## src/vdecode_pkg.sv

```systemverilog
package vdecode_pkg;

  localparam int REG_ADDR_W = 5;
  localparam int INSTR_W    = 32;

  // major opcodes; only VECTOR is decoded, the fp load/store codes are named for reference
  typedef enum logic [6:0] {
    LOAD_FP  = 7'b0000111,
    STORE_FP = 7'b0100111,
    VECTOR   = 7'b1010111
  } opcode_t;

  // funct3 category of a VECTOR word
  typedef enum logic [2:0] {
    OPIVV = 3'b000,
    OPFVV = 3'b001,
    OPMVV = 3'b010,
    OPIVI = 3'b011,
    OPIVX = 3'b100,
    OPFVF = 3'b101,
    OPMVX = 3'b110,
    OPCFG = 3'b111
  } vfunct3_t;

  // funct6 of the integer OPI group
  typedef enum logic [5:0] {
    VADD   = 6'b000000,
    VSUB   = 6'b000010,
    VRSUB  = 6'b000011,
    VMINU  = 6'b000100,
    VMIN   = 6'b000101,
    VMAXU  = 6'b000110,
    VMAX   = 6'b000111,
    VAND   = 6'b001001,
    VOR    = 6'b001010,
    VXOR   = 6'b001011,
    VMSEQ  = 6'b011000,
    VMSNE  = 6'b011001,
    VMSLTU = 6'b011010,
    VMSLT  = 6'b011011,
    VMSLEU = 6'b011100,
    VMSLE  = 6'b011101,
    VMSGTU = 6'b011110,
    VMSGT  = 6'b011111,
    VSLL   = 6'b100101,
    VSRL   = 6'b101000,
    VSRA   = 6'b101001
  } vopi_t;

  // funct6 of the OPM group, reductions and mul/div only
  typedef enum logic [5:0] {
    VREDSUM  = 6'b000000,
    VREDAND  = 6'b000001,
    VREDOR   = 6'b000010,
    VREDXOR  = 6'b000011,
    VREDMINU = 6'b000100,
    VREDMIN  = 6'b000101,
    VREDMAXU = 6'b000110,
    VREDMAX  = 6'b000111,
    VDIVU    = 6'b100000,
    VDIV     = 6'b100001,
    VREMU    = 6'b100010,
    VREM     = 6'b100011,
    VMULHU   = 6'b100100,
    VMUL     = 6'b100101,
    VMULHSU  = 6'b100110,
    VMULH    = 6'b100111
  } vopm_t;

  // BAD_OP sits at zero so a cleared register reads as no operation
  typedef enum logic [5:0] {
    BAD_OP,
    OP_VADD, OP_VSUB, OP_VRSUB,
    OP_VMINU, OP_VMIN, OP_VMAXU, OP_VMAX,
    OP_VAND, OP_VOR, OP_VXOR,
    OP_VSLL, OP_VSRL, OP_VSRA,
    OP_VMSEQ, OP_VMSNE, OP_VMSLTU, OP_VMSLT,
    OP_VMSLEU, OP_VMSLE, OP_VMSGTU, OP_VMSGT,
    OP_VREDSUM, OP_VREDAND, OP_VREDOR, OP_VREDXOR,
    OP_VREDMINU, OP_VREDMIN, OP_VREDMAXU, OP_VREDMAX,
    OP_VMUL, OP_VMULH, OP_VMULHU, OP_VMULHSU,
    OP_VDIVU, OP_VDIV, OP_VREMU, OP_VREM
  } vop_t;

  typedef enum logic [1:0] {ARITH, RED, MUL, DIV} fu_type_t;

  typedef enum logic [3:0] {
    VALU_ADD, VALU_SUB,
    VALU_AND, VALU_OR, VALU_XOR,
    VALU_SLL, VALU_SRL, VALU_SRA,
    VALU_COMP, VALU_MM
  } valu_op_t;

  typedef enum logic [2:0] {
    VSEQ, VSNE, VSLTU, VSLT, VSLEU, VSLE, VSGTU, VSGT
  } comp_type_t;

  typedef enum logic [1:0] {MIN, MINU, MAX, MAXU} minmax_t;

  // where operand 1 comes from
  typedef enum logic [1:0] {SRC_V, SRC_X, SRC_I} operand_src_t;

endpackage

```

## src/vop_decode.sv

```systemverilog
`timescale 1ns/1ps

module vop_decode (
  input  logic [vdecode_pkg::INSTR_W-1:0]    instr,
  output vdecode_pkg::vop_t                  op,
  output logic                               illegal_insn,
  output vdecode_pkg::vfunct3_t              category,
  output logic [vdecode_pkg::REG_ADDR_W-1:0] vd,
  output logic [vdecode_pkg::REG_ADDR_W-1:0] vs1,
  output logic [vdecode_pkg::REG_ADDR_W-1:0] vs2,
  output logic                               vm
);
  import vdecode_pkg::*;

  opcode_t  opcode;
  vfunct3_t funct3;
  vopi_t    funct6_opi;
  vopm_t    funct6_opm;
  logic     is_vopi;
  logic     is_vopm;
  // restricted funct3 forms
  logic     form_vvx;
  logic     form_vxi;
  logic     form_mvv;

  assign opcode     = opcode_t'(instr[6:0]);
  assign funct3     = vfunct3_t'(instr[14:12]);
  assign funct6_opi = vopi_t'(instr[31:26]);
  assign funct6_opm = vopm_t'(instr[31:26]);

  assign vd       = instr[11:7];
  assign vs1      = instr[19:15];
  assign vs2      = instr[24:20];
  assign vm       = instr[25];
  assign category = funct3;

  // config and float categories fall through both groups
  assign is_vopi = (opcode == VECTOR) && (funct3 inside {OPIVV, OPIVX, OPIVI});
  assign is_vopm = (opcode == VECTOR) && (funct3 inside {OPMVV, OPMVX});

  assign form_vvx = (funct3 == OPIVV) || (funct3 == OPIVX);
  assign form_vxi = (funct3 == OPIVX) || (funct3 == OPIVI);
  assign form_mvv = (funct3 == OPMVV);

  always_comb begin
    op = BAD_OP;
    if (is_vopi) begin
      case (funct6_opi)
        // all three forms
        VADD:    op = OP_VADD;
        VAND:    op = OP_VAND;
        VOR:     op = OP_VOR;
        VXOR:    op = OP_VXOR;
        VSLL:    op = OP_VSLL;
        VSRL:    op = OP_VSRL;
        VSRA:    op = OP_VSRA;
        VMSEQ:   op = OP_VMSEQ;
        VMSNE:   op = OP_VMSNE;
        VMSLEU:  op = OP_VMSLEU;
        VMSLE:   op = OP_VMSLE;
        // no immediate form
        VSUB:    op = form_vvx ? OP_VSUB : BAD_OP;
        VMINU:   op = form_vvx ? OP_VMINU : BAD_OP;
        VMIN:    op = form_vvx ? OP_VMIN : BAD_OP;
        VMAXU:   op = form_vvx ? OP_VMAXU : BAD_OP;
        VMAX:    op = form_vvx ? OP_VMAX : BAD_OP;
        VMSLTU:  op = form_vvx ? OP_VMSLTU : BAD_OP;
        VMSLT:   op = form_vvx ? OP_VMSLT : BAD_OP;
        // no vector-vector form
        VRSUB:   op = form_vxi ? OP_VRSUB : BAD_OP;
        VMSGTU:  op = form_vxi ? OP_VMSGTU : BAD_OP;
        VMSGT:   op = form_vxi ? OP_VMSGT : BAD_OP;
        default: op = BAD_OP;
      endcase
    end else if (is_vopm) begin
      case (funct6_opm)
        // reductions are vector-vector only
        VREDSUM:  op = form_mvv ? OP_VREDSUM : BAD_OP;
        VREDAND:  op = form_mvv ? OP_VREDAND : BAD_OP;
        VREDOR:   op = form_mvv ? OP_VREDOR : BAD_OP;
        VREDXOR:  op = form_mvv ? OP_VREDXOR : BAD_OP;
        VREDMINU: op = form_mvv ? OP_VREDMINU : BAD_OP;
        VREDMIN:  op = form_mvv ? OP_VREDMIN : BAD_OP;
        VREDMAXU: op = form_mvv ? OP_VREDMAXU : BAD_OP;
        VREDMAX:  op = form_mvv ? OP_VREDMAX : BAD_OP;
        // mul/div accept both OPM forms
        VMUL:     op = OP_VMUL;
        VMULH:    op = OP_VMULH;
        VMULHU:   op = OP_VMULHU;
        VMULHSU:  op = OP_VMULHSU;
        VDIVU:    op = OP_VDIVU;
        VDIV:     op = OP_VDIV;
        VREMU:    op = OP_VREMU;
        VREM:     op = OP_VREM;
        default:  op = BAD_OP;
      endcase
    end
  end

  assign illegal_insn = (op == BAD_OP);

endmodule

```

## src/vunit_ctrl.sv

```systemverilog
`timescale 1ns/1ps

module vunit_ctrl (
  input  vdecode_pkg::vop_t       op,
  output vdecode_pkg::fu_type_t   fu_type,
  output vdecode_pkg::valu_op_t   aluop,
  output vdecode_pkg::comp_type_t comp_type,
  output vdecode_pkg::minmax_t    minmax_type,
  output logic                    is_signed,
  output logic                    single_bit_op,
  output logic                    vd_zero,
  output logic                    high_low,
  output logic                    div_quot
);
  import vdecode_pkg::*;

  // unit select
  always_comb begin
    case (op)
      OP_VREDSUM, OP_VREDAND, OP_VREDOR, OP_VREDXOR,
      OP_VREDMINU, OP_VREDMIN, OP_VREDMAXU, OP_VREDMAX: fu_type = RED;
      OP_VMUL, OP_VMULH, OP_VMULHU, OP_VMULHSU:         fu_type = MUL;
      OP_VDIVU, OP_VDIV, OP_VREMU, OP_VREM:             fu_type = DIV;
      default:                                          fu_type = ARITH;
    endcase
  end

  always_comb begin
    case (op)
      OP_VSUB, OP_VRSUB:      aluop = VALU_SUB;
      OP_VAND, OP_VREDAND:    aluop = VALU_AND;
      OP_VOR, OP_VREDOR:      aluop = VALU_OR;
      OP_VXOR, OP_VREDXOR:    aluop = VALU_XOR;
      OP_VSLL:                aluop = VALU_SLL;
      OP_VSRL:                aluop = VALU_SRL;
      OP_VSRA:                aluop = VALU_SRA;
      OP_VMSEQ, OP_VMSNE, OP_VMSLTU, OP_VMSLT,
      OP_VMSLEU, OP_VMSLE, OP_VMSGTU, OP_VMSGT: aluop = VALU_COMP;
      OP_VMINU, OP_VMIN, OP_VMAXU, OP_VMAX,
      OP_VREDMINU, OP_VREDMIN, OP_VREDMAXU, OP_VREDMAX: aluop = VALU_MM;
      // add, redsum, and the mul/div ops that never use the alu
      default:                aluop = VALU_ADD;
    endcase
  end

  always_comb begin
    case (op)
      OP_VMSNE:  comp_type = VSNE;
      OP_VMSLTU: comp_type = VSLTU;
      OP_VMSLT:  comp_type = VSLT;
      OP_VMSLEU: comp_type = VSLEU;
      OP_VMSLE:  comp_type = VSLE;
      OP_VMSGTU: comp_type = VSGTU;
      OP_VMSGT:  comp_type = VSGT;
      default:   comp_type = VSEQ;
    endcase
  end

  always_comb begin
    case (op)
      OP_VMINU, OP_VREDMINU: minmax_type = MINU;
      OP_VMAX, OP_VREDMAX:   minmax_type = MAX;
      OP_VMAXU, OP_VREDMAXU: minmax_type = MAXU;
      default:               minmax_type = MIN;
    endcase
  end

  // eq/ne count as signed, same result either way
  always_comb begin
    case (op)
      OP_VADD, OP_VSUB, OP_VRSUB, OP_VMIN, OP_VMAX,
      OP_VMSEQ, OP_VMSNE, OP_VMSLT, OP_VMSLE, OP_VMSGT,
      OP_VREDSUM, OP_VREDMIN, OP_VREDMAX,
      OP_VMUL, OP_VMULH, OP_VMULHSU, OP_VDIV, OP_VREM: is_signed = 1'b1;
      default:                                         is_signed = 1'b0;
    endcase
  end

  // compares write one mask bit per element
  assign single_bit_op = op inside {OP_VMSEQ, OP_VMSNE, OP_VMSLTU, OP_VMSLT,
                                    OP_VMSLEU, OP_VMSLE, OP_VMSGTU, OP_VMSGT};

  // reductions write element 0 only
  assign vd_zero  = (fu_type == RED);
  assign high_low = op inside {OP_VMULH, OP_VMULHU, OP_VMULHSU};
  assign div_quot = op inside {OP_VDIVU, OP_VDIV};

endmodule

```

## src/vdecode_stage.sv

```systemverilog
`timescale 1ns/1ps

module vdecode_stage #(
  parameter int XLEN = 32
) (
  input  logic                               clk,
  input  logic                               rst_n,
  input  logic                               instr_valid,
  output logic                               instr_ready,
  input  logic                               ctrl_ready,
  output logic                               ctrl_valid,
  input  vdecode_pkg::vop_t                  dec_op,
  input  logic                               dec_illegal_insn,
  input  vdecode_pkg::vfunct3_t              dec_category,
  input  logic [vdecode_pkg::REG_ADDR_W-1:0] dec_vd,
  input  logic [vdecode_pkg::REG_ADDR_W-1:0] dec_vs1,
  input  logic [vdecode_pkg::REG_ADDR_W-1:0] dec_vs2,
  input  logic                               dec_vm,
  input  vdecode_pkg::fu_type_t              dec_fu_type,
  input  vdecode_pkg::valu_op_t              dec_aluop,
  input  vdecode_pkg::comp_type_t            dec_comp_type,
  input  vdecode_pkg::minmax_t               dec_minmax_type,
  input  logic                               dec_is_signed,
  input  logic                               dec_single_bit_op,
  input  logic                               dec_vd_zero,
  input  logic                               dec_high_low,
  input  logic                               dec_div_quot,
  output vdecode_pkg::vop_t                  op,
  output logic                               illegal_insn,
  output vdecode_pkg::vfunct3_t              category,
  output logic [vdecode_pkg::REG_ADDR_W-1:0] vd,
  output logic [vdecode_pkg::REG_ADDR_W-1:0] vs1,
  output logic [vdecode_pkg::REG_ADDR_W-1:0] vs2,
  output logic                               vm,
  output vdecode_pkg::fu_type_t              fu_type,
  output vdecode_pkg::valu_op_t              aluop,
  output vdecode_pkg::comp_type_t            comp_type,
  output vdecode_pkg::minmax_t               minmax_type,
  output logic                               is_signed,
  output logic                               single_bit_op,
  output logic                               vd_zero,
  output logic                               high_low,
  output logic                               div_quot,
  output vdecode_pkg::operand_src_t          rs1_type,
  output logic [XLEN-1:0]                    imm
);
  import vdecode_pkg::*;

  logic         load;
  logic         is_shift;
  operand_src_t rs1_src;
  logic [XLEN-1:0] imm_ext;

  // single entry that refills in the cycle it drains
  assign instr_ready = !ctrl_valid || ctrl_ready;
  assign load        = instr_valid && instr_ready;

  always_comb begin
    case (dec_category)
      OPIVI:        rs1_src = SRC_I;
      OPIVX, OPMVX: rs1_src = SRC_X;
      default:      rs1_src = SRC_V;
    endcase
  end

  // shift amounts zero-extend while other imm5 values sign-extend
  assign is_shift = dec_op inside {OP_VSLL, OP_VSRL, OP_VSRA};
  assign imm_ext  = is_shift ? {{(XLEN-REG_ADDR_W){1'b0}}, dec_vs1}
                             : {{(XLEN-REG_ADDR_W){dec_vs1[REG_ADDR_W-1]}}, dec_vs1};

  always_ff @(posedge clk) begin
    if (!rst_n) begin
      ctrl_valid    <= 1'b0;
      op            <= BAD_OP;
      illegal_insn  <= 1'b0;
      category      <= OPIVV;
      vd            <= '0;
      vs1           <= '0;
      vs2           <= '0;
      vm            <= 1'b0;
      fu_type       <= ARITH;
      aluop         <= VALU_ADD;
      comp_type     <= VSEQ;
      minmax_type   <= MIN;
      is_signed     <= 1'b0;
      single_bit_op <= 1'b0;
      vd_zero       <= 1'b0;
      high_low      <= 1'b0;
      div_quot      <= 1'b0;
      rs1_type      <= SRC_V;
      imm           <= '0;
    end else begin
      if (instr_ready) begin
        ctrl_valid <= instr_valid;
      end
      if (load) begin
        op            <= dec_op;
        illegal_insn  <= dec_illegal_insn;
        category      <= dec_category;
        vd            <= dec_vd;
        vs1           <= dec_vs1;
        vs2           <= dec_vs2;
        vm            <= dec_vm;
        fu_type       <= dec_fu_type;
        aluop         <= dec_aluop;
        comp_type     <= dec_comp_type;
        minmax_type   <= dec_minmax_type;
        is_signed     <= dec_is_signed;
        single_bit_op <= dec_single_bit_op;
        vd_zero       <= dec_vd_zero;
        high_low      <= dec_high_low;
        div_quot      <= dec_div_quot;
        rs1_type      <= rs1_src;
        imm           <= imm_ext;
      end
    end
  end

  // a stalled result must not change under the sink
  a_hold_stalled: assert property (@(posedge clk) disable iff (!rst_n)
    ctrl_valid && !ctrl_ready |=> ctrl_valid && $stable({op, illegal_insn, category,
      vd, vs1, vs2, vm, fu_type, aluop, comp_type, minmax_type, is_signed,
      single_bit_op, vd_zero, high_low, div_quot, rs1_type, imm}));

  // decoder and register agree on what an illegal word looks like
  a_bad_op_flagged: assert property (@(posedge clk) disable iff (!rst_n)
    ctrl_valid && (op == BAD_OP) |-> illegal_insn);

endmodule

```

## src/vector_control_unit.sv

```systemverilog
`timescale 1ns/1ps

module vector_control_unit #(
  parameter int XLEN = 32
) (
  input  logic                               clk,
  input  logic                               rst_n,
  input  logic [vdecode_pkg::INSTR_W-1:0]    instr,
  input  logic                               instr_valid,
  output logic                               instr_ready,
  input  logic                               ctrl_ready,
  output logic                               ctrl_valid,
  output vdecode_pkg::vop_t                  op,
  output logic                               illegal_insn,
  output vdecode_pkg::vfunct3_t              category,
  output logic [vdecode_pkg::REG_ADDR_W-1:0] vd,
  output logic [vdecode_pkg::REG_ADDR_W-1:0] vs1,
  output logic [vdecode_pkg::REG_ADDR_W-1:0] vs2,
  output logic                               vm,
  output vdecode_pkg::fu_type_t              fu_type,
  output vdecode_pkg::valu_op_t              aluop,
  output vdecode_pkg::comp_type_t            comp_type,
  output vdecode_pkg::minmax_t               minmax_type,
  output logic                               is_signed,
  output logic                               single_bit_op,
  output logic                               vd_zero,
  output logic                               high_low,
  output logic                               div_quot,
  output vdecode_pkg::operand_src_t          rs1_type,
  output logic [XLEN-1:0]                    imm
);
  import vdecode_pkg::*;

  // combinational decode of the word on the input
  vop_t                  dec_op;
  logic                  dec_illegal_insn;
  vfunct3_t              dec_category;
  logic [REG_ADDR_W-1:0] dec_vd;
  logic [REG_ADDR_W-1:0] dec_vs1;
  logic [REG_ADDR_W-1:0] dec_vs2;
  logic                  dec_vm;
  fu_type_t              dec_fu_type;
  valu_op_t              dec_aluop;
  comp_type_t            dec_comp_type;
  minmax_t               dec_minmax_type;
  logic                  dec_is_signed;
  logic                  dec_single_bit_op;
  logic                  dec_vd_zero;
  logic                  dec_high_low;
  logic                  dec_div_quot;

  vop_decode u_decode (
    .instr        (instr),
    .op           (dec_op),
    .illegal_insn (dec_illegal_insn),
    .category     (dec_category),
    .vd           (dec_vd),
    .vs1          (dec_vs1),
    .vs2          (dec_vs2),
    .vm           (dec_vm)
  );

  vunit_ctrl u_ctrl (
    .op            (dec_op),
    .fu_type       (dec_fu_type),
    .aluop         (dec_aluop),
    .comp_type     (dec_comp_type),
    .minmax_type   (dec_minmax_type),
    .is_signed     (dec_is_signed),
    .single_bit_op (dec_single_bit_op),
    .vd_zero       (dec_vd_zero),
    .high_low      (dec_high_low),
    .div_quot      (dec_div_quot)
  );

  vdecode_stage #(
    .XLEN (XLEN)
  ) u_stage (
    .clk               (clk),
    .rst_n             (rst_n),
    .instr_valid       (instr_valid),
    .instr_ready       (instr_ready),
    .ctrl_ready        (ctrl_ready),
    .ctrl_valid        (ctrl_valid),
    .dec_op            (dec_op),
    .dec_illegal_insn  (dec_illegal_insn),
    .dec_category      (dec_category),
    .dec_vd            (dec_vd),
    .dec_vs1           (dec_vs1),
    .dec_vs2           (dec_vs2),
    .dec_vm            (dec_vm),
    .dec_fu_type       (dec_fu_type),
    .dec_aluop         (dec_aluop),
    .dec_comp_type     (dec_comp_type),
    .dec_minmax_type   (dec_minmax_type),
    .dec_is_signed     (dec_is_signed),
    .dec_single_bit_op (dec_single_bit_op),
    .dec_vd_zero       (dec_vd_zero),
    .dec_high_low      (dec_high_low),
    .dec_div_quot      (dec_div_quot),
    .op                (op),
    .illegal_insn      (illegal_insn),
    .category          (category),
    .vd                (vd),
    .vs1               (vs1),
    .vs2               (vs2),
    .vm                (vm),
    .fu_type           (fu_type),
    .aluop             (aluop),
    .comp_type         (comp_type),
    .minmax_type       (minmax_type),
    .is_signed         (is_signed),
    .single_bit_op     (single_bit_op),
    .vd_zero           (vd_zero),
    .high_low          (high_low),
    .div_quot          (div_quot),
    .rs1_type          (rs1_type),
    .imm               (imm)
  );

endmodule

```

## config.mk

```make
export PLATFORM = sky130hd
export DESIGN_NAME = vector_control_unit
export DESIGN_NICKNAME = d
export VERILOG_FILES = /design/src/vdecode_pkg.sv /design/src/vop_decode.sv /design/src/vunit_ctrl.sv /design/src/vdecode_stage.sv /design/src/vector_control_unit.sv
export SDC_FILE = /design/constraint.sdc
export NUM_CORES = 1
export LEC_CHECK = 0
export ABC_AREA = 1
export BUFFER_PORTS_ARGS = -buffer_cell sky130_fd_sc_hd__buf_2
export CORE_MARGIN = 2
export CORE_UTILIZATION = 45
export DETAILED_ROUTE_END_ITERATION = 8
export PLACE_DENSITY_LB_ADDON = 0.25
export SLEW_MARGIN = 15
export SYNTH_ARGS = -nofsm -noshare
export SYNTH_HDL_FRONTEND = slang
export SYNTH_HIERARCHICAL = 1
export SYNTH_SLANG_ARGS = --single-unit
```

## constraint.sdc

```tcl
create_clock -name clk -period 3.98 [get_ports clk]
set_input_delay 0.597 -clock clk [delete_from_list [all_inputs] [get_ports clk]]
set_output_delay 0.597 -clock clk [all_outputs]
set_load 0.05 [all_outputs]
```

-- After elaboration in Yosys (flattened, before gate mapping)
Memory sizes are Yosys's and may differ from the RTL's. A register that Yosys moved wholly into a read port is not among the register bits.
Cells that the tools add are included.
- bits in registers: 76
- ROM bits: 320
- bits of input ports: 36
- logic and storage cells: 125
- memories: 3
- equal/unequal tests: 56
- mux-type cells: 27
- reductions and logical operators: 21
- memory list (name ; words ; width ; rd ports ; clocked after memory_dff ; wr ports ; RTL line ; source):
    (name not given) ; 32 ; 4 ; 1 ; 0 ; 0 ; vunit_ctrl.sv:29 ; case (op)
    (name not given) ; 64 ; 2 ; 1 ; 0 ; 0 ; vunit_ctrl.sv:19 ; case (op)
    (name not given) ; 64 ; 1 ; 1 ; 1 ; 0 ; vunit_ctrl.sv:70 ; case (op)
- operators with widths (kind ; number):
    case mux 6 bit (21 select lines) ; 1
    equality test 6 x 5 -> 1 bit (second input constant) ; 18
    case mux 6 bit (16 select lines) ; 1
    equality test 6 bit (second input constant) ; 14
    two-way mux 5 bit ; 12
    equality test 6 x 4 -> 1 bit (second input constant) ; 8
    equality test 6 x 3 -> 1 bit (second input constant) ; 7
    two-way mux 32 bit ; 1
    case mux 3 bit (7 select lines) ; 1
    equality test 6 x 2 -> 1 bit (second input constant) ; 2
    logical NOT 6 bit ; 2
    two-way mux 3 bit ; 4
    two-way mux 6 bit ; 2
    nonzero test 3 bit ; 3
    nonzero test 8 bit ; 1
    OR reduction 2 bit ; 4
    equality test 7 bit (second input constant) ; 1
    equality test 3 x 2 -> 1 bit (second input constant) ; 2
    equality test 3 bit (second input constant) ; 2
    equality test 6 x 1 -> 1 bit (second input constant) ; 1
    case mux 2 bit (3 select lines) ; 1
    two-way mux 2 bit ; 2
    two-way mux 4 bit ; 1
    case mux 2 bit (2 select lines) ; 1
    6 further kinds ; 12

-- Logic depth before layout (Yosys ltp)
Gate-level depths: netlist of run 1.
- depth in word-level cells: 8
- gate-level depth with buffers: 22
- depth with buffers taken out: 22

-- By module
Netlist of run 1, hierarchy kept.
- by module, submodules not included (module ; times used ; cells an instance ; area an instance (µm²) ; seq. area each (µm²)):
    vdecode_stage ; 1 ; 241 ; 1868.0 ; 920.9
    vop_decode ; 1 ; 171 ; 848.3 ; 0.0
    vunit_ctrl ; 1 ; 105 ; 540.5 ; 0.0

-- Worst setup path after synthesis of run 1
No wires, ideal clock.
- path type: input to register
- from: input port instr[26] (netlist name)
- to: register u_stage.is_signed
- arrival time: 2489 ps
- required time: 3864 ps
- slack: 1375 ps
- cell stages on the path: 11
- cells stage by stage: buf_2 -> nand2_1 -> nor3b_1 -> nor3b_1 -> nor2_4 -> nand3_1 -> nand2_1 -> nor2_1 -> nand2_1 -> o21ai_0 -> nor2_1
- longest elaborated chain between the ends: 4
- RTL lines (what ; RTL line ; source):
    start: declaration ; vector_control_unit.sv:8 ; input logic [vdecode_pkg::INSTR_W-1:0] instr,
    equality test 6 bit, or another cell as far along ; vop_decode.sv:76 ; case (funct6_opm)
    case mux 6 bit (16 select lines) (*) ; vop_decode.sv:76 ;
    two-way mux 6 bit (*) ; vop_decode.sv:75 ; end else if (is_vopm) begin
    two-way mux 6 bit (*) ; vop_decode.sv:47 ; if (is_vopi) begin
    named net dec_op[5] ; vector_control_unit.sv:35 ; vop_t dec_op;
    end: declaration ; vdecode_stage.sv:39 ; output logic is_signed,
Mark *: on every way through the listed nets, which the timed path passes. The rest lies on a longest branch.
A chain may end at the register's enable or synchronous reset.

-- Final worst setup path of run 1
- from: input port instr[30] (netlist name)
- to: register u_stage.high_low
- longest elaborated chain between the ends: 6
- RTL lines (what ; RTL line ; source):
    equality test 6 bit, or another cell as far along ; vop_decode.sv:76 ;
    case mux 6 bit (16 select lines) ; vop_decode.sv:76 ;
    two-way mux 6 bit ; vop_decode.sv:75 ;
    two-way mux 6 bit (*) ; vop_decode.sv:47 ;
    named net dec_op[1] ; vector_control_unit.sv:35 ;
    equality test 6 x 5 -> 1 bit or equality test 6 bit (tied branches) ; vunit_ctrl.sv:85 ; assign high_low = op inside {OP_VMULH, OP_VMULHU, OP_VMULHSU};
    nonzero test 3 bit (*) ; vunit_ctrl.sv:85 ;
    named net dec_high_low ; vector_control_unit.sv:49 ; logic dec_high_low;
    end signal: assignment ; vdecode_stage.sv:111 ; high_low <= dec_high_low;
    end: declaration ; vdecode_stage.sv:42 ; output logic high_low,
Marked as above.

==> results of run 1 <==
worst max-delay path: cells and delay by family:
family          cells  cell delay (ns)
compound gates      3             0.34
buf+inv             5             0.69
simple gates        9             1.21
fa+ha+maj           1             0.20
metrics by stage:
step / worst slack (ns) / total power [mW] / hold WS, ns
CTS: 1.23 / 1.22 / 0.472
global placement: 0.900 / 0.872 / 0.455
floorplan: 1.38 / 0.827 / 0.685
detailed placement: 0.907 / 0.875 / 0.459
global route: 0.818 / 1.27 / 0.482
finish: 1.15 / 1.21 / 0.472
state kept, by name, summed over array words and instances (netlist names):
name                   count
u_stage/category           3
u_stage/illegal_insn       1
u_stage/vd                 5
u_stage/is_signed          1
u_stage/fu_type            2
u_stage/vs1                4
u_stage/vd_zero            1
u_stage/div_quot           1
u_stage/minmax_type        2
u_stage/imm                2
u_stage/rs1_type           2
u_stage/comp_type          3
u_stage/vm                 1
u_stage/high_low           1
u_stage/single_bit_op      1
u_stage/ctrl_valid         1
u_stage/op                 6
u_stage/vs2                5
u_stage/aluop              4
logic make-up (layout without fill, tap and decap cells):
group / after synthesis / count (layout)
simple gates: 275 / 275
buf+inv: 113 / 170
compound gates: 76 / 76
flops: 46 / 46
fa+ha+maj: 7 / 7
worst max path at each step:
stage	start	to	slack, ns	cells past startpoint
6_report	instr[30]	u_stage/high_low$_SDFFE_PN0P_	1.15	18
5_1_grt	instr[30]	u_stage/single_bit_op$_SDFFE_PN0P_	0.82	19
4_1_cts	instr[30]	u_stage/aluop[1]$_SDFFE_PN0P_	1.23	14
3_5_place_dp	instr[30]	u_stage/single_bit_op$_SDFFE_PN0P_	0.91	19
3_3_place_gp	instr[30]	u_stage/aluop[1]$_SDFFE_PN0P_	0.90	14
2_1_floorplan	instr[26]	u_stage/is_signed$_SDFFE_PN0P_	1.38	11
metal layers:
layer,share of wire,GRT usage,up-vias
li1,-,-,1709
met1,0.47,0.245,1468
met2,0.45,0.318,109
met3,0.065,0.0360,12
met4,0.018,0.0719,0
met5,0,0,-
cells in the final DEF (no fill, tap or decap), types with 2 or more instances in the layout:
| master | instances |
|---|---|
| buf_2 | 113 |
| a21oi_1 | 18 |
| inv_2 | 9 |
| nand2_1 | 80 |
| nand2_2 | 9 |
| buf_4 | 2 |
| nand4_1 | 6 |
| inv_1 | 38 |
| nor2_1 | 119 |
| nand3_1 | 38 |
| o21ai_0 | 41 |
| dfxtp_1 | 46 |
| nor2_2 | 6 |
| nand3_2 | 2 |
| nor3_1 | 8 |
| nor2_4 | 3 |
| ha_1 | 7 |
| clkbuf_8 | 5 |
| o2111ai_1 | 2 |
| o21ai_1 | 9 |
| nor3b_1 | 2 |
layout make-up:
class | count | area (um^2)
fillers | 812 | 3530
flip-flops and latches | 46 | 921
inverters | 47 | 176
multi-input cells | 358 | 1700
clock inverters | 3 | 43.8
well taps | 99 | 124
repair buffers | 115 | 581
clock buffers | 5 | 68.8
power breakdown:
group / internal (mW) / switching (mW)
combinational: 0.0778 / 0.279
clock: 0.188 / 0.161
sequential: 0.490 / 0.0173
==> qor.txt, run 1 <==
Status = completed
Final wirelength = 7.77 mm
Max Fanout on Critical Path = 8
Antenna Violating Nets Remaining = 0
Post-synthesis simple-gate area fraction = 0.365
Num CTS Buffers = 5
Post-Synth XOR/XNOR Area = 0
VDD IR-drop max = 0.000138 V
RR Startpoint = u_stage/ctrl_valid$_SDFFE_PN0N_
Cell area after layout = 0.00361 mm^2
HP Start = u_stage/category[2]$_SDFFE_PN0P_
# placed instances = 665
Diode count = 0
Post-synth EDFFs = 0
TritonCTS clock tree = built
Final Cycle Share = 0.712
First-pass GRT wire length = 12.2 mm
Asr flop ratio synth = 0
Syn_nets = 560
Worst hold path cell count = 2
Syn_area_per_cell = 6.30 um^2
Initial antenna violation count = 0
Worst Path Arrival = 3.03 ns
CP endpoint kind = flop
Slew Limit Fails = 0
Combinational family with the most area after synthesis = simple AND/OR/NAND/NOR gates
Leak Pwr = 1.94 nW
Net count, final = 616
Final std cells w/o fill = 673
Chip Width = 89.1 um
Total congestion overflow = 0
Crit Path Class = input pin to flop
Clk sinks = 46
Crit path max-delay cell type = nor3b_1
Slew @ Worst Pin = 1.10 ns
Post-synth top cells = 119 x nor2_1, 80 x nand2_1, 53 x buf_4, 46 x dfxtp_1, 41 x o21ai_0
Worst r2r dst = u_stage/op[4]$_SDFFE_PN0P_
Routability Congestion = 0.980
CTS clk-pin slew, worst paths = 0.09 ns
Post-synthesis sequential area ratio = 0.283
PostCTS Resize Cnt = 0
Critical Path Max Stage Delay = 0.42 ns
CTS H-tree depth = 2
#FFs+latches synth = 46
Adder-cell share of the synthesized area = 0.0269
Hold Crit Class = flop to flop
Cell chain of the critical path = buf_2 > inv_1 > nand2_1 > nor3b_1 > nor2_1 > nand2_1 > nand2_2 > nor2_1 > a21oi_1 > inv_1 > inv_1 > ha_1 > inv_1 > nand2_1 > nand3_1 > o31ai_1 > o21ai_0 > nor2_1
Remaining DRCs = 0
Clk_skew = 0.00509 ns
Avg Vias per Cell = 4.90
Area of the mapped netlist = 0.00326 mm^2
IO buf count = 113
Sum Neg Setup Slack = 0 ns
Cell Pwr Density = 336 mW/mm^2
Post-synth cell types = 32
Clk_lat worst skew = 0.30 ns
Proportion of synthesized area in mux cells = 0
Post-CTS Setup Bufs = 0
Die height = 89.1 um
Req. time, crit path = 4.18 ns
All-Layer GR Usage = 0.191
Warnings from Yosys = 6
Die area = 0.00793 mm^2
Final setup viols = 0
Via count = 3298
Core Util, Final = 0.506
Top post-synthesis cells by area = dfxtp_1 28%, nor2_1 14%, buf_4 12%
Fmax = 353 MHz
Number of global-route vias before repair = 2794
Initial DRC count = 166
Share of post-route cells with drive strength above 1 = 0.274
CTS Hold Buffers Added = 0
Reg2Reg Setup Slack = 2.31 ns
Hold path endpoint = u_stage/category[2]$_SDFFE_PN0P_
Row cnt = 31
Worst r2r path cells = 3
DP Area = 0.00350 mm^2
Most used cell, CP = inv_1
Max_slew headroom = 0.265
Detailed Routing Iterations Pass 1 = 4
Cells after Synth = 517
Max-cap violation count = 0
Boundary pin count = 114
Per-cell routed wire length = 11.5 um
Clk root buf = clkbuf_8
Synth Area in Compound Gates = 0.128
Dpl hpwl = 5.79 mm
Synth top area share = 0.283
Unrepaired setup endpoints after global routing = no
Area Overhead vs Synth = 10.8%
CTS Buffer Depth = 2
Ys flop type = dfxtp_1
Dominant cell type by area after synthesis = dfxtp_1
Top-count cell post-synth = nor2_1
Fin crit period = 2.83 ns
Core outline area = 0.00714 mm^2
Final Hold Fails = 0
Initial Utilization = 0.456
CP Launch Type = input pin
Largest net degree at the start of global routing = 46
Note: power is estimated with default switching activity, not from simulation.
==> run 2, diff against run 1 <==
clock period = 2.8 ns   (was 3.98 ns; I/O delays follow)
==> run 2 against run 1 <==
Via count increased by 0.67%. Register-to-register slack got worse by 0.94 ns. Sequential power grew 42%. First-iteration DRC count is 10% lower. Hold slack worse by 0.11 ns. Setup slack got worse by 0.82 ns. Non-clock buffer count rose by 23. Final cell count up 3.4%. Sequential cell count did not move. Core utilization up 2.6 points. Global-route usage rose by 0.47 points. Critical path depth did not move. Critical path type unchanged. Critical endpoint is now u_stage/vd_zero$_SDFFE_PN0P_.
==> qor.txt, run 2 (synthesized netlist as in run 1, its figures left out) <==
Fin crit period = 2.47 ns
Most used cell, CP = nand2_1
Total congestion overflow = 0 (unchanged)
Final Cycle Share = 0.884
Area Overhead vs Synth = 16.5%
Chip Width = 89.1 um (unchanged)
Area of the multi-input gates = 0.00170 mm^2 (unchanged)
Per-cell routed wire length = 11.5 um (-0.43%)
Fmax = 404 MHz
CP Launch Type = input pin
Share of post-route cells with drive strength above 1 = 0.302 (+0.0280)
Hold_ws = 0.357 ns (-0.114 ns)
Boundary pin count = 114 (unchanged)
HP Start = instr[23]
Final Hold Fails = 0 (unchanged)
IO buf count = 113 (unchanged)
Cell Pwr Density = 455 mW/mm^2 (+35%)
Num CTS Buffers = 5 (unchanged)
GRT met1 Usage = 0.267 (+0.0220)
Top Family by Delay on Critical Path = simple AND/OR/NAND/NOR gates
Initial DRC count = 149 (-10%)
Met2 Usage GRT = 0.323 (+0.00475)
Commonest non-fill, non-tap cell in the layout = nor2_1
Die area = 0.00793 mm^2 (unchanged)
CTS H-tree depth = 2 (unchanged)
Core Util, Final = 0.532 (+0.0259)
CP endpoint kind = flop
Slew @ Worst Pin = 0.688 ns (-0.412 ns)
Dpl hpwl = 6.32 mm (+9.2%)
Unrepaired setup endpoints after global routing = no
Clk sinks = 46 (unchanged)
Number of global-route vias before repair = 2807 (+0.47%)
All-Layer GR Usage = 0.195 (+0.00467)
Remaining DRCs = 0 (unchanged)
Largest registers = u_stage/op (6), u_stage/vd (5), u_stage/vs2 (5)
Avg Vias per Cell = 4.77 (-2.7%)
Max-cap violation count = 0 (unchanged)
Initial Utilization = 0.456 (unchanged)
Status = completed
Worst Path Arrival = 2.67 ns (-0.36 ns)
Max reg flops = 6 (unchanged)
Post-CTS Setup Bufs = 0 (unchanged)
CTS Buffer Depth = 2 (unchanged)
Clk_lat worst skew = 0.30 ns (about the same)
Filler cells = 769 (-5.3%)
Via count = 3320 (+0.67%)
Most Used Layer, Global Route = met2
Critical Path Start = instr[27]
Max_slew headroom = 0.540 (+0.275)
Most frequent cells in the layout = 119 x nor2_1, 113 x buf_2, 80 x nand2_1
Final setup viols = 0 (unchanged)
Core outline area = 0.00714 mm^2 (unchanged)
Row cnt = 31 (unchanged)
Net count, final = 639 (+3.7%)
Routability Congestion = 0.952 (-2.9%)
Sum Neg Setup Slack = 0 ns (unchanged)
Final std cells w/o fill = 696 (+3.4%)
# placed instances = 688 (+3.5%)
Req. time, crit path = 2.99 ns (-1.19 ns)
Global Route met3 Usage = 0.0342 (-0.00185)
Buf/Inv on CP = 4 (-1)
Largest net degree at the start of global routing = 45 (-2.2%)
CTS Hold Buffers Added = 0 (unchanged)
Initial antenna violation count = 0 (unchanged)
Crit Path Class = input pin to flop
Leak Pwr = 2.07 nW (+6.3%)
Crit path max-delay cell type = ha_1
RR Startpoint = u_stage/ctrl_valid$_SDFFE_PN0N_
VDD IR-drop max = 0.000191 V (+38%)
Diode count = 0 (unchanged)
Hold Crit Class = input pin to flop
Antenna Violating Nets Remaining = 0 (unchanged)
Die height = 89.1 um (unchanged)
Max Fanout on Critical Path = 7 (-1)
Slew Limit Fails = 0 (unchanged)
Sequential Area = 921 um^2 (unchanged)
First-pass GRT wire length = 12.5 mm (+1.7%)
PostCTS Resize Cnt = 0 (unchanged)
Critical Path Max Stage Delay = 0.23 ns (-0.19 ns)
CTS clk-pin slew, worst paths = 0.09 ns (about the same)
Clk root buf = clkbuf_8
Final wirelength = 8.00 mm (+3.0%)
TritonCTS clock tree = built
Detailed Routing Iterations Pass 1 = 5 (+1)
Clk_skew = 0.00577 ns (+0.000677 ns)
Most flop-heavy register = u_stage/op
Cell chain of the critical path = buf_2 > nand2_1 > inv_1 > nand3_1 > nand2_1 > nor2_2 > nand2_1 > nand2_2 > nand2_2 > a21oi_1 > inv_1 > buf_4 > ha_1 > or2_1 > o21ai_1 > a21oi_2 > o21ai_0 > nor2_1
run 2: changes by cell type in the layout (fill, tap and decap cells not counted):
| cell | delta |
|---|---|
| buf_4 | +22 |
| buf_12 | +1 |
run 2: cell type report:
| class | count | area share |
|---|---|---|
| multi-input combinational | 358 | 0.447 |
| sequential | 46 | 0.243 |
| timing repair buffer | 138 | 0.202 |
| inverter | 47 | 0.0465 |
| tap | 99 | 0.0326 |
| clock buffer | 5 | 0.0181 |
| clock inverter | 3 | 0.0115 |
run 2: worst register-to-register path: stages (launching register included):
cell and delay (ns):
dfxtp_1 0.41, nand2_2 0.10, nand2_2 0.52, nor2_1 0.13, nand2_1 0.10, a21oi_1 0.06
run 2: worst paths after layout:
| path | end | slack, ns | cells after the start |
|---|---|---|---|
| setup / recovery | u_stage/vd_zero$_SDFFE_PN0P_ | 0.33 | 18 |
| hold / removal | u_stage/vs2[3]$_SDFFE_PN0P_ | 0.36 | 3 |
| setup reg to reg | u_stage/imm[30]$_SDFFE_PN0P_ | 1.37 | 5 |
| hold reg to reg | u_stage/rs1_type[0]$_SDFFE_PN0P_ | 0.47 | 2 |
run 2: per-layer routing:
layer,up-vias,wire [um]
met2,125,3590
met5,-,0
met4,0,35
met3,2,571
met1,1439,3800
li1,1754,-
run 2: where the power goes:
part           internal [mW]  switching, mW  leakage, nW
Clock                  0.267          0.223       0.0585
Combinational          0.119          0.396         1.63
Sequential             0.697         0.0246        0.380
Total                   1.08          0.644         2.07
run 2: per-stage QoR:
stage               power, mW  instance area [um^2]  setup slack (ns)
detailed placement       1.25                  3680            0.0158
finish                   1.73                  3790             0.325
global placement         1.25                  3680            0.0523
CTS                      1.75                  3790             0.341
global route             1.81                  3790            0.0595
floorplan                1.18                  3260             0.372
